[config.mk]
export PLATFORM = sky130hd
export DESIGN_NAME = denise_video
export DESIGN_NICKNAME = d
export VERILOG_FILES = /design/src/source/video_regs_pkg.sv /design/src/source/pixel_pkg.sv /design/src/source/bitplane_regs.sv /design/src/source/bitplane_shifter.sv /design/src/source/playfield_priority.sv /design/src/source/denise_video.sv
export SDC_FILE = /design/constraint.sdc
export NUM_CORES = 2
export LEC_CHECK = 0
export BUFFER_PORTS_ARGS = -buffer_cell sky130_fd_sc_hd__buf_2
export CORE_MARGIN = 2
export CORE_UTILIZATION = 55
export CTS_BUF_LIST = sky130_fd_sc_hd__clkbuf_8
export CTS_CLUSTER_SIZE = 30
export DETAILED_ROUTE_END_ITERATION = 10
export PLACE_DENSITY = 0.71
export REMOVE_ABC_BUFFERS = 1
export SKIP_CTS_REPAIR_TIMING = 1
export SLEW_MARGIN = 20
export SYNTH_ARGS = -nofsm -noshare
export SYNTH_HDL_FRONTEND = slang
export SYNTH_SLANG_ARGS = --single-unit
export TNS_END_PERCENT = 10
[constraint.sdc]
create_clock -name clk -period 8.3 [get_ports clk]
set_input_delay 0.415 -clock clk [delete_from_list [all_inputs] [get_ports clk]]
set_output_delay 0.415 -clock clk [all_outputs]
set_load 0.1 [all_outputs]
[src/source/video_regs_pkg.sv]
/* register map, bus widths and the BPLCON1 scroll layout of the bitplane path
   shared by the register block, the top level and the testbench */
package video_regs_pkg;

  // bus widths
  localparam int DATA_W = 16;                 // register bus word
  localparam int WIDE_W = 48;                 // extra bits from the wide chip-memory port

  // -------------------
  // register addresses, decoded on bits 8:1
  localparam logic [8:0] BPLCON0  = 9'h100;
  localparam logic [8:0] BPLCON1  = 9'h102;
  localparam logic [8:0] BPLCON2  = 9'h104;
  localparam logic [8:0] BPL1DAT  = 9'h110;   // writing this one starts a new fetch word
  localparam logic [8:0] BPL2DAT  = 9'h112;
  localparam logic [8:0] BPL3DAT  = 9'h114;
  localparam logic [8:0] BPL4DAT  = 9'h116;
  localparam logic [8:0] BPL5DAT  = 9'h118;
  localparam logic [8:0] BPL6DAT  = 9'h11a;
  localparam logic [8:0] BPL7DAT  = 9'h11c;
  localparam logic [8:0] BPL8DAT  = 9'h11e;
  localparam logic [8:0] FMODE    = 9'h1fc;
  localparam logic [8:0] REG_IDLE = 9'h1fe;   // no-op slot, bus parks here between writes

  localparam int BPLCON0_DBLPF  = 10;         // dual playfield enable
  localparam int BPLCON2_PF2PRI = 6;          // playfield 2 in front

  localparam logic [15:0] BPLCON1_RESET  = 16'h3300;
  localparam logic [7:0]  BPLCON1_OCS_HI = 8'h33;  // upper byte forced on non-aga writes

  // BPLCON1 seen as scroll fields
  typedef struct packed {
    logic [1:0] pf2_hi;     // bits 15:14, scroll 5:4 of playfield 2
    logic [1:0] pf2_sub;    // sub-pixel steps, hires only
    logic [1:0] pf1_hi;     // bits 11:10
    logic [1:0] pf1_sub;
    logic [3:0] pf2_fine;   // bits 7:4, the classic ocs scroll
    logic [3:0] pf1_fine;   // bits 3:0
  } bplcon1_fields_t;

  typedef union packed {
    logic [DATA_W-1:0] raw;   // as written on the bus
    bplcon1_fields_t   f;     // as used by the scroll latches
  } bplcon1_t;

endpackage

[src/source/pixel_pkg.sv]
/* datapath constants for the shifters and the priority stage
   plane count, fetch widths, scroll range and colour index size */
package pixel_pkg;

  localparam int NUM_PLANES = 8;    // bitplanes per pixel
  localparam int FETCH_W    = 64;   // widest plane buffer
  localparam int SCROLL_W   = 6;    // scroll 0..63 pixels
  localparam int COLOR_W    = 8;    // colour index out of the priority stage

  // -------------------
  // fetch width codes from FMODE bits 1:0
  localparam logic [1:0] FMODE_16 = 2'd0;   // plain 16 bit words
  localparam logic [1:0] FMODE_32 = 2'd1;   // code 2 also means 32 bits
  localparam logic [1:0] FMODE_64 = 2'd3;   // full wide fetch

endpackage

[src/source/bitplane_regs.sv]
/* bitplane register block, turns bus writes into control bits, plane buffers,
   the shifter load pulse and the latched playfield scroll values */
`timescale 1ns/1ps

module bitplane_regs (
  input  logic                              clk,
  input  logic                              reset,
  input  logic                              aga,          // aga registers writable
  input  logic [8:1]                        reg_addr,     // REG_IDLE when no write
  input  logic [video_regs_pkg::DATA_W-1:0] reg_data,
  input  logic [video_regs_pkg::WIDE_W-1:0] chip48,       // extra fetch bits
  output logic                              load,         // one cycle after BPL1DAT write
  output logic [1:0]                        fmode,
  output logic [pixel_pkg::FETCH_W-1:0]     plane1_data,
  output logic [pixel_pkg::FETCH_W-1:0]     plane2_data,
  output logic [pixel_pkg::FETCH_W-1:0]     plane3_data,
  output logic [pixel_pkg::FETCH_W-1:0]     plane4_data,
  output logic [pixel_pkg::FETCH_W-1:0]     plane5_data,
  output logic [pixel_pkg::FETCH_W-1:0]     plane6_data,
  output logic [pixel_pkg::FETCH_W-1:0]     plane7_data,
  output logic [pixel_pkg::FETCH_W-1:0]     plane8_data,
  output logic [pixel_pkg::SCROLL_W-1:0]    pf1_scroll,   // odd planes
  output logic [pixel_pkg::SCROLL_W-1:0]    pf2_scroll,   // even planes
  output logic                              dual_pf,
  output logic                              pf2_pri
);
  import video_regs_pkg::*;
  import pixel_pkg::*;

  bplcon1_t              bplcon1;                  // scroll register
  logic                  wr;                       // bus cycle carries a write
  logic                  sel_con0;
  logic                  sel_con1;
  logic                  sel_con2;
  logic                  sel_fmode;
  logic [NUM_PLANES-1:0] sel_dat;                  // bit 0 is BPL1DAT
  logic [WIDE_W-1:0]     wide;                     // lower buffer bits after masking
  logic [FETCH_W-1:0]    plane_buf [NUM_PLANES];

  // --------------------
  // address decode
  assign wr        = (reg_addr != REG_IDLE[8:1]);
  assign sel_con0  = wr && (reg_addr == BPLCON0[8:1]);
  assign sel_con1  = wr && (reg_addr == BPLCON1[8:1]);
  assign sel_con2  = wr && (reg_addr == BPLCON2[8:1]);
  assign sel_fmode = wr && (reg_addr == FMODE[8:1]);

  assign sel_dat = {NUM_PLANES{wr}} & {reg_addr == BPL8DAT[8:1],
                                       reg_addr == BPL7DAT[8:1],
                                       reg_addr == BPL6DAT[8:1],
                                       reg_addr == BPL5DAT[8:1],
                                       reg_addr == BPL4DAT[8:1],
                                       reg_addr == BPL3DAT[8:1],
                                       reg_addr == BPL2DAT[8:1],
                                       reg_addr == BPL1DAT[8:1]};

  // --------------------
  // control registers
  always_ff @(posedge clk) begin
    if (reset) begin
      dual_pf     <= 1'b0;
      pf2_pri     <= 1'b0;
      fmode       <= FMODE_16;
      bplcon1.raw <= BPLCON1_RESET;
      load        <= 1'b0;
    end else begin
      if (sel_con0)
        dual_pf <= reg_data[BPLCON0_DBLPF];
      if (sel_con2)
        pf2_pri <= reg_data[BPLCON2_PF2PRI];
      if (sel_fmode && aga)                         // ocs chips have no FMODE
        fmode <= reg_data[1:0];
      if (sel_con1)
        bplcon1.raw <= aga ? reg_data : {BPLCON1_OCS_HI, reg_data[7:0]};
      load <= sel_dat[0];                           // plane 1 write kicks all shifters
    end
  end

  // scroll values only move at the load, so a word keeps one scroll
  always_ff @(posedge clk) begin
    if (reset) begin
      pf1_scroll <= '0;
      pf2_scroll <= '0;
    end else if (load) begin
      pf1_scroll <= {bplcon1.f.pf1_hi, bplcon1.f.pf1_fine};
      pf2_scroll <= {bplcon1.f.pf2_hi, bplcon1.f.pf2_fine};
    end
  end

  // --------------------
  // plane buffers
  always_comb begin
    unique case (fmode)
      FMODE_16:       wide = '0;
      FMODE_32, 2'd2: wide = {chip48[WIDE_W-1 -: DATA_W], {(WIDE_W-DATA_W){1'b0}}};
      FMODE_64:       wide = chip48;
    endcase
  end

  always_ff @(posedge clk) begin
    for (int i = 0; i < NUM_PLANES; i++) begin
      if (sel_dat[i])
        plane_buf[i] <= {reg_data, wide};           // bus word on top
    end
  end

  assign plane1_data = plane_buf[0];
  assign plane2_data = plane_buf[1];
  assign plane3_data = plane_buf[2];
  assign plane4_data = plane_buf[3];
  assign plane5_data = plane_buf[4];
  assign plane6_data = plane_buf[5];
  assign plane7_data = plane_buf[6];
  assign plane8_data = plane_buf[7];

endmodule

[src/source/bitplane_shifter.sv]
/* one bitplane serializer, msb first, one pixel per clk
   followed by a tapped history line that applies the horizontal scroll */
`timescale 1ns/1ps

module bitplane_shifter (
  input  logic                           clk,
  input  logic                           reset,
  input  logic                           load,      // copy the buffer this edge
  input  logic [1:0]                     fmode,     // fetch width of the word
  input  logic [pixel_pkg::FETCH_W-1:0]  data_in,
  input  logic [pixel_pkg::SCROLL_W-1:0] scroll,    // delay in pixels
  output logic                           out
);
  import pixel_pkg::*;

  logic [FETCH_W-1:0] keep;    // valid bits of the fetched word
  logic [FETCH_W-1:0] shreg;   // serializer, msb leaves first
  logic [FETCH_W-2:0] hist;    // hist[i] is the msb of i+1 cycles ago
  logic [FETCH_W-1:0] taps;    // current msb plus its history

  // --------------------
  // word length from the fetch mode
  always_comb begin
    unique case (fmode)
      FMODE_16:       keep = {{(FETCH_W/4){1'b1}}, {(FETCH_W*3/4){1'b0}}};
      FMODE_32, 2'd2: keep = {{(FETCH_W/2){1'b1}}, {(FETCH_W/2){1'b0}}};
      FMODE_64:       keep = '1;
    endcase
  end

  // --------------------
  // parallel to serial
  always_ff @(posedge clk) begin
    if (reset)
      shreg <= '0;
    else if (load)
      shreg <= data_in & keep;                       // unused tail shifts out as 0
    else
      shreg <= {shreg[FETCH_W-2:0], 1'b0};
  end

  // --------------------
  // scroll delay line
  always_ff @(posedge clk) begin
    if (reset)
      hist <= '0;
    else
      hist <= {hist[FETCH_W-3:0], shreg[FETCH_W-1]};
  end

  assign taps = {hist, shreg[FETCH_W-1]};              // tap 0 is undelayed
  assign out  = taps[scroll];

endmodule

[src/source/playfield_priority.sv]
/* playfield priority stage, turns the eight plane bits into a colour index
   single playfield passes them on, dual playfield picks the front one */
`timescale 1ns/1ps

module playfield_priority (
  input  logic                             clk,
  input  logic                             reset,
  input  logic [pixel_pkg::NUM_PLANES-1:0] plane_bits,   // bit 0 is plane 1
  input  logic                             dual_pf,
  input  logic                             pf2_pri,      // pf2 in front of pf1
  output logic [pixel_pkg::COLOR_W-1:0]    color
);
  import pixel_pkg::*;

  localparam int PF_W       = NUM_PLANES / 2;   // planes per playfield
  localparam int PF2_OFFSET = 8;                // pf2 uses the upper colour bank

  logic [PF_W-1:0]    pf1;         // odd planes
  logic [PF_W-1:0]    pf2;         // even planes
  logic               pf1_set;
  logic               pf2_set;
  logic [COLOR_W-1:0] pf1_color;
  logic [COLOR_W-1:0] pf2_color;
  logic [COLOR_W-1:0] color_d;

  // split planes into the two playfields
  always_comb begin
    for (int i = 0; i < PF_W; i++) begin
      pf1[i] = plane_bits[2*i];       // planes 1,3,5,7
      pf2[i] = plane_bits[2*i+1];     // planes 2,4,6,8
    end
  end

  assign pf1_set   = |pf1;            // nonzero means not transparent
  assign pf2_set   = |pf2;
  assign pf1_color = COLOR_W'(pf1);
  assign pf2_color = COLOR_W'(pf2) + COLOR_W'(PF2_OFFSET);

  // --------------------
  // priority select
  always_comb begin
    if (!dual_pf)
      color_d = plane_bits;
    else if (pf2_pri)
      color_d = pf2_set ? pf2_color : (pf1_set ? pf1_color : '0);
    else
      color_d = pf1_set ? pf1_color : (pf2_set ? pf2_color : '0);
  end

  always_ff @(posedge clk) begin
    if (reset)
      color <= '0;
    else
      color <= color_d;                // one cycle into the pixel pipe
  end

endmodule

[src/source/denise_video.sv]
/* bitplane video top level, register block feeding eight plane shifters
   and the playfield priority stage that forms the colour index */
`timescale 1ns/1ps

module denise_video (
  input  logic                              clk,
  input  logic                              reset,
  input  logic                              aga,
  input  logic [8:1]                        reg_addr,   // register bus address
  input  logic [video_regs_pkg::DATA_W-1:0] reg_data,
  input  logic [video_regs_pkg::WIDE_W-1:0] chip48,
  output logic [pixel_pkg::COLOR_W-1:0]     color       // colour index, one per clk
);
  import pixel_pkg::*;

  logic                  load;
  logic [1:0]            fmode;
  logic [FETCH_W-1:0]    plane1_data;
  logic [FETCH_W-1:0]    plane2_data;
  logic [FETCH_W-1:0]    plane3_data;
  logic [FETCH_W-1:0]    plane4_data;
  logic [FETCH_W-1:0]    plane5_data;
  logic [FETCH_W-1:0]    plane6_data;
  logic [FETCH_W-1:0]    plane7_data;
  logic [FETCH_W-1:0]    plane8_data;
  logic [SCROLL_W-1:0]   pf1_scroll;
  logic [SCROLL_W-1:0]   pf2_scroll;
  logic                  dual_pf;
  logic                  pf2_pri;
  logic [NUM_PLANES-1:0] plane_bits;   // serial pixel of each plane

  // --------------------
  // registers and buffers
  bitplane_regs u_regs (
    .clk(clk), .reset(reset), .aga(aga), .reg_addr(reg_addr), .reg_data(reg_data),
    .chip48(chip48), .load(load), .fmode(fmode),
    .plane1_data(plane1_data), .plane2_data(plane2_data), .plane3_data(plane3_data),
    .plane4_data(plane4_data), .plane5_data(plane5_data), .plane6_data(plane6_data),
    .plane7_data(plane7_data), .plane8_data(plane8_data),
    .pf1_scroll(pf1_scroll), .pf2_scroll(pf2_scroll), .dual_pf(dual_pf), .pf2_pri(pf2_pri)
  );

  // --------------------
  // shifters, odd planes scroll with pf1 and even planes with pf2
  bitplane_shifter u_shift1 (.clk(clk), .reset(reset), .load(load), .fmode(fmode),
    .data_in(plane1_data), .scroll(pf1_scroll), .out(plane_bits[0]));
  bitplane_shifter u_shift2 (.clk(clk), .reset(reset), .load(load), .fmode(fmode),
    .data_in(plane2_data), .scroll(pf2_scroll), .out(plane_bits[1]));
  bitplane_shifter u_shift3 (.clk(clk), .reset(reset), .load(load), .fmode(fmode),
    .data_in(plane3_data), .scroll(pf1_scroll), .out(plane_bits[2]));
  bitplane_shifter u_shift4 (.clk(clk), .reset(reset), .load(load), .fmode(fmode),
    .data_in(plane4_data), .scroll(pf2_scroll), .out(plane_bits[3]));
  bitplane_shifter u_shift5 (.clk(clk), .reset(reset), .load(load), .fmode(fmode),
    .data_in(plane5_data), .scroll(pf1_scroll), .out(plane_bits[4]));
  bitplane_shifter u_shift6 (.clk(clk), .reset(reset), .load(load), .fmode(fmode),
    .data_in(plane6_data), .scroll(pf2_scroll), .out(plane_bits[5]));
  bitplane_shifter u_shift7 (.clk(clk), .reset(reset), .load(load), .fmode(fmode),
    .data_in(plane7_data), .scroll(pf1_scroll), .out(plane_bits[6]));
  bitplane_shifter u_shift8 (.clk(clk), .reset(reset), .load(load), .fmode(fmode),
    .data_in(plane8_data), .scroll(pf2_scroll), .out(plane_bits[7]));

  // --------------------
  // colour index
  playfield_priority u_prio (
    .clk(clk), .reset(reset), .plane_bits(plane_bits),
    .dual_pf(dual_pf), .pf2_pri(pf2_pri), .color(color)
  );

endmodule

# Yosys cells after proc, flatten, opt, wreduce, memory -nomap -nowiden
# Memories as Yosys holds them, arrays and structs flattened.
# Index checks and enable logic that the tools add are counted.
# totals
ff_bits,1057
mem_bits_rw,512
in_bits,75
out_inout_bits,8
word_cells,149
mem_count,1
# classes
n_addsub,1
n_lt_le_gt_ge,2
n_eq_ne,16
n_mux,70
n_bitwise,10
reduce_logical,17
# memory_table
name,depth,width,rd,rd_clocked_by_memory_dff,write_ports,line_no,text
u_regs.plane_buf,8,64,8,0,1,bitplane_regs.sv:38,logic [FETCH_W-1:0] plane_buf [NUM_PLANES];
# ops
operator,n
$mux W64,15
$and A64 B64 Y64,8
$reduce_or A64 Y1,7
$pmux W64 S3,1
$pmux W48 S3,1
$eq A8 B8 Y1 const B,12
$bmux W1 S6,8
$mux W8,5
$mux W1,31
$mux W3,7
$mux W16,1
$lt A6 B7 Y1 const B,2
$and A8 B8 Y8,1
$ne A8 B8 Y1 const B,1
$reduce_or A4 Y1,2
$add A4 B4 Y5 const B,1
$logic_and A1 B1 Y1,5
$eq A2 B2 Y1 const B,2
$mux W4,1
$reduce_or A2 Y1,2
$eq A2 B1 Y1 const B,1
$logic_not A2 Y1,1
$not A1 Y1,1

# Logic depth before layout (Yosys ltp)
# depth
ltp_word,12
depth_mapped,13
ltp_nobuf,8

# Cells and area by module
# From an unflattened synthesis, not the netlist that was laid out.
# unflattened
cells_unflattened,4217
hier_area_um2,53627.7
# by_module_without_submodules
module,n_inst,cells_each,area_each_um2,seq_area_each_um2
bitplane_shifter,8,434,4540.6,2542.4
bitplane_regs,1,708,16956.3,15955.3
playfield_priority,1,37,346.6,160.2

# Least setup slack after synthesis
# Ideal clock, no wire load.
# synth_path
path_type,input to register
from,in reg_addr[5] (netlist name)
to,mem u_regs.plane_buf[0][0] (enable)
setup_time_ps,565
arrival_time_ps,5414
t_required_ps,7735
setup_slack_ps,2320
cell_stages,4
n_path_buf,0
path_cell_list,nor4b_1 nor2b_1 nand2_1 nor3_1
# synth_between
elab_cells_between_ends,47
cone_classes,eq/ne (9); mux (30); bitwise (1); reduce/logical (7)
# synth_lines
item,line_no,text
start: declaration,denise_video.sv:9,"input logic [8:1] reg_addr,"
$ne A8 B8 Y1 or $eq A8 B8 Y1 (tied branches),"bitplane_regs.sv:42, bitplane_regs.sv:55",
$and A8 B8 Y8 (*),bitplane_regs.sv:48,"assign sel_dat = {NUM_PLANES{wr}} & {reg_addr == BPL8DAT[8:1],"
via u_regs.sel_dat[0],bitplane_regs.sv:36,logic [NUM_PLANES-1:0] sel_dat;
$mux W1 (*),bitplane_regs.sv:102,if (sel_dat[i])
$mux W1 (implied by the code) (*),bitplane_regs.sv:103,"plane_buf[i] <= {reg_data, wide};"
$mux W1 (no line) (*) (7 in series),-,
end: declaration,bitplane_regs.sv:38,
# Mark *: on every way through the listed nets, which the timed path passes. The rest lies on a longest branch.

# Worst setup path after layout
# layout_path
from,reg u_regs.pf1_scroll[0] (netlist name)
to,reg u_prio.color[2] (netlist name)
# layout_between
elab_chain_cells,7
elab_cells_between_ends,14
cone_classes,mux (13); reduce/logical (1)
# layout_lines
item,line_no,text
start: declaration,bitplane_regs.sv:22,"output logic [pixel_pkg::SCROLL_W-1:0] pf1_scroll,"
start signal: assignment,bitplane_regs.sv:85,"pf1_scroll <= {bplcon1.f.pf1_hi, bplcon1.f.pf1_fine};"
$bmux W1 S6,bitplane_shifter.sv:52,assign out = taps[scroll];
$mux W1 (implied by the code),bitplane_shifter.sv:52,
$reduce_or A4 Y1,playfield_priority.sv:34,assign pf1_set = |pf1;
$mux W4,playfield_priority.sv:45,color_d = pf2_set ? pf2_color : (pf1_set ? pf1_color : '0);
$mux W8,playfield_priority.sv:45,
$mux W8,playfield_priority.sv:44,else if (pf2_pri)
$mux W8 (*),playfield_priority.sv:42,if (!dual_pf)
end signal: assignment,playfield_priority.sv:54,color <= color_d;
end: declaration,playfield_priority.sv:11,output logic [pixel_pkg::COLOR_W-1:0] color
# Mark *: on every way between the ends. The rest lies on a longest branch, timed or not. The select of a mux whose other input is x is not followed.
# A chain may end at the register's enable or synchronous reset.

==> qor.yml <==
sta:
  tightestPinTransition_ns: 1.08
  hold_viol_final: 0
  maxSlewViolCount: 0
  max_slew_margin_pct: 28.2
  max_clock_freq_ghz: 0.258
  finalCritPeriodShare_pct: 46.7
  hold_ws_ns: 0.0454
  skew_ns: 0.0381
  min_period_ns: 3.88
  setup_viol: 0
  rsz0062_at_grt: "no"
layout:
  nNetsFinal: 4408
  post_route_cells_drive_above_1_share_pct: 13.1
  area_delta_synth_final_pct: 11.7
  finalNonFillerCells: 5811
logic_synthesis:
  synth_cells: 4228
  synth_top_area_cell: "dfxtp_1"
  yosys.cell_count.top_type: "dfxtp_1"
  synth-seq-area-share_pct: 68.4
  yosysWarnings: 0
  synth_edf_count: 512
  yosysUniqueCellTypes: 52
  syn_area_um2: 53300
  synthFlopType: "dfxtp_1"
  synth_seq_cells: 1565
  synth_area_leaders: "dfxtp_1 (40%), edfxtp_1 (29%), nor2b_1 (10%), mux4_2 (5.1%), a21oi_1 (3.7%)"
  synth_common_cells: "dfxtp_1 (1053), nor2b_1 (861), edfxtp_1 (512)"
  synth_top_area_share_pct: 39.6
  synthArstFlopShare_pct: 0
  synth.avg_cell_area_um2: 12.6
die:
  chipWidth_um: 315
  die-area_um2: 99400
  initial_utilization_pct: 55.3
  io_pins: 83
  fp.coreArea_um2: 96400
  placementRows: 114
  die_height_um: 315
routing:
  drc: 0
  postRouteAntennaNets: 0
  first_pass_iters: 7
  vias: 30000
  wl_per_cell_um: 16.6
  drt_iter0_markers: 2185
  viasPerCell: 5.17
  wl_um: 96700
cts:
  numCtsBuffers: 232
  clkSlewWorstSetupHoldPaths_ns: 0.06
  cts.sinks: 1565
  cts.path.max_buffers: 3
  worstSkewPairLatency_ns: 0.87
  cts_tree: "built"
  htreeDepth: 4
  clockRootBuffer: "clkbuf_8"
global_route:
  grt_pass1_wl_um: 157000
  antenna_found_initial: 7
  grt_pass1_vias: 30000
  grt_max_degree: 241
  grt.overflow.total: 0
  grt_usage_pct: 19.5
critical_path:
  required_ns: 9.08
  cp.arrival_ns: 4.66
  crit_path_end_kind: "flip-flop"
  worstPathMaxFanout: 32
  crit_type: "reg2reg"
  cp-start-kind: "flip-flop"
pwr:
  powerDensity_nw_per_um2: 235
  total_power_mw: 14.0
  p_leak_nw: 22.6
  ir_drop_uv: 182
run:
  drv_cap: 0
min_path:
  hp-class: "in2reg"
placement:
  gp_congestion: 0.772
  hpwl_um: 51100
  portBuffers: 82
  dp.cells: 5349
run_status:
  status: "finished, final reports clean"
## layer usage
layer	vias to the layer above	share of wire [%]	global-route usage [%]
met3	141	4.5	4.07
li1	14600	-	-
met4	8	1.5	5.85
met5	-	0.040	0
met1	14700	48	28.0
met2	562	46	30.1
## sequential cells by signal, indices dropped and copies added, names as in the netlist, 64 cells and up
name and cells:
u_regs.plane_buf 512, u_shift1.shreg 64, u_shift2.shreg 64, u_shift3.shreg 64
u_shift4.shreg 64, u_shift5.shreg 64, u_shift6.shreg 64, u_shift7.shreg 64
u_shift8.shreg 64
## report_power, final
group / leakage [nW] / switching [mW] / total, mW / internal, mW
Combinational: 5.82 / 0.115 / 0.141 / 0.0268
Clock: 2.73 / 2.84 / 5.96 / 3.12
Sequential: 14.1 / 0.00104 / 7.87 / 7.87
Total: 22.6 / 2.95 / 14.0 / 11.0
## cell type report
cell class | count | area [µm²]
clock inverter | 154 | 806
antenna | 8 | 20.0
multi-input combinational | 2379 | 15800
tap | 1276 | 1600
fill | 7476 | 36900
timing repair buffer | 144 | 1020
clock buffer | 276 | 3800
inverter | 9 | 33.8
sequential | 1565 | 36500
## stage by stage
stage	TNS (ns)	setup slack [ns]	area, µm²	util (%)
6_report	0	4.42	59500	61.7
4_1_cts	0	4.38	59200	61.4
3_3_place_gp	0	4.51	54600	56.6
3_5_place_dp	0	4.40	54600	56.7
5_1_grt	0	4.21	59500	61.7
2_1_floorplan	-3203.16	-7.55	52200	-
## placed cells by master (no fill, tap or decap), types with 6 or more instances in the layout
| cell | netlist | final |
|---|---|---|
| mux2_2 | 9 | 9 |
| o21ai_0 | 8 | 8 |
| a21oi_1 | 398 | 398 |
| dfxtp_1 | 1053 | 1046 |
| clkinv_1 | 2 | 19 |
| nor2b_1 | 861 | 860 |
| a31oi_1 | 9 | 9 |
| nand3_1 | 57 | 57 |
| buf_2 | 22 | 81 |
| nor2_4 | 0 | 6 |
| mux2i_1 | 164 | 164 |
| nand2_1 | 52 | 52 |
| dlygate4sd3_1 | 0 | 24 |
| nor2_1 | 510 | 504 |
| and2_1 | 60 | 59 |
| inv_1 | 7 | 103 |
| mux4_2 | 120 | 120 |
| clkinv_2 | 0 | 24 |
| nor3_1 | 11 | 9 |
| edfxtp_1 | 512 | 512 |
| a22oi_1 | 13 | 13 |
| diode_2 | 0 | 8 |
| buf_4 | 2 | 31 |
| clkbuf_8 | 0 | 276 |
| nand2b_1 | 41 | 41 |
## critical path, stage by stage (launching register included)
cell	delay, ns
dfxtp_2	0.69
buf_4	0.54
mux4_2	0.56
mux2_2	0.27
o311ai_1	0.40
o221ai_1	0.35
o41ai_1	0.64
a22oi_1	0.15
o22ai_2	0.17
## cell families after synthesis
kind of cell    after synthesis  share of synthesized area (%)
compound gates              469                           4.72
fa+ha+maj                     2                         0.0470
buf+inv                     284                           2.15
flops                      1565                           68.4
mux                         297                           8.53
simple gates               1611                           16.1
## worst paths after layout
| check | from | endpoint | slack [ns] | cells after the start |
|---|---|---|---|---|
| max | u_regs.pf1_scroll[0] | u_prio.color[2] | 4.42 | 8 |
| min | chip48[3] | u_regs.plane_buf[1][195] | 0.05 | 2 |
| max reg2reg | u_regs.pf1_scroll[0] | u_prio.color[2] | 4.42 | 8 |
| min reg2reg | u_regs.plane_buf[1][226] | u_shift8.shreg[34] | 0.44 | 2 |
No activity file was read; power rests on OpenSTA's default activity.
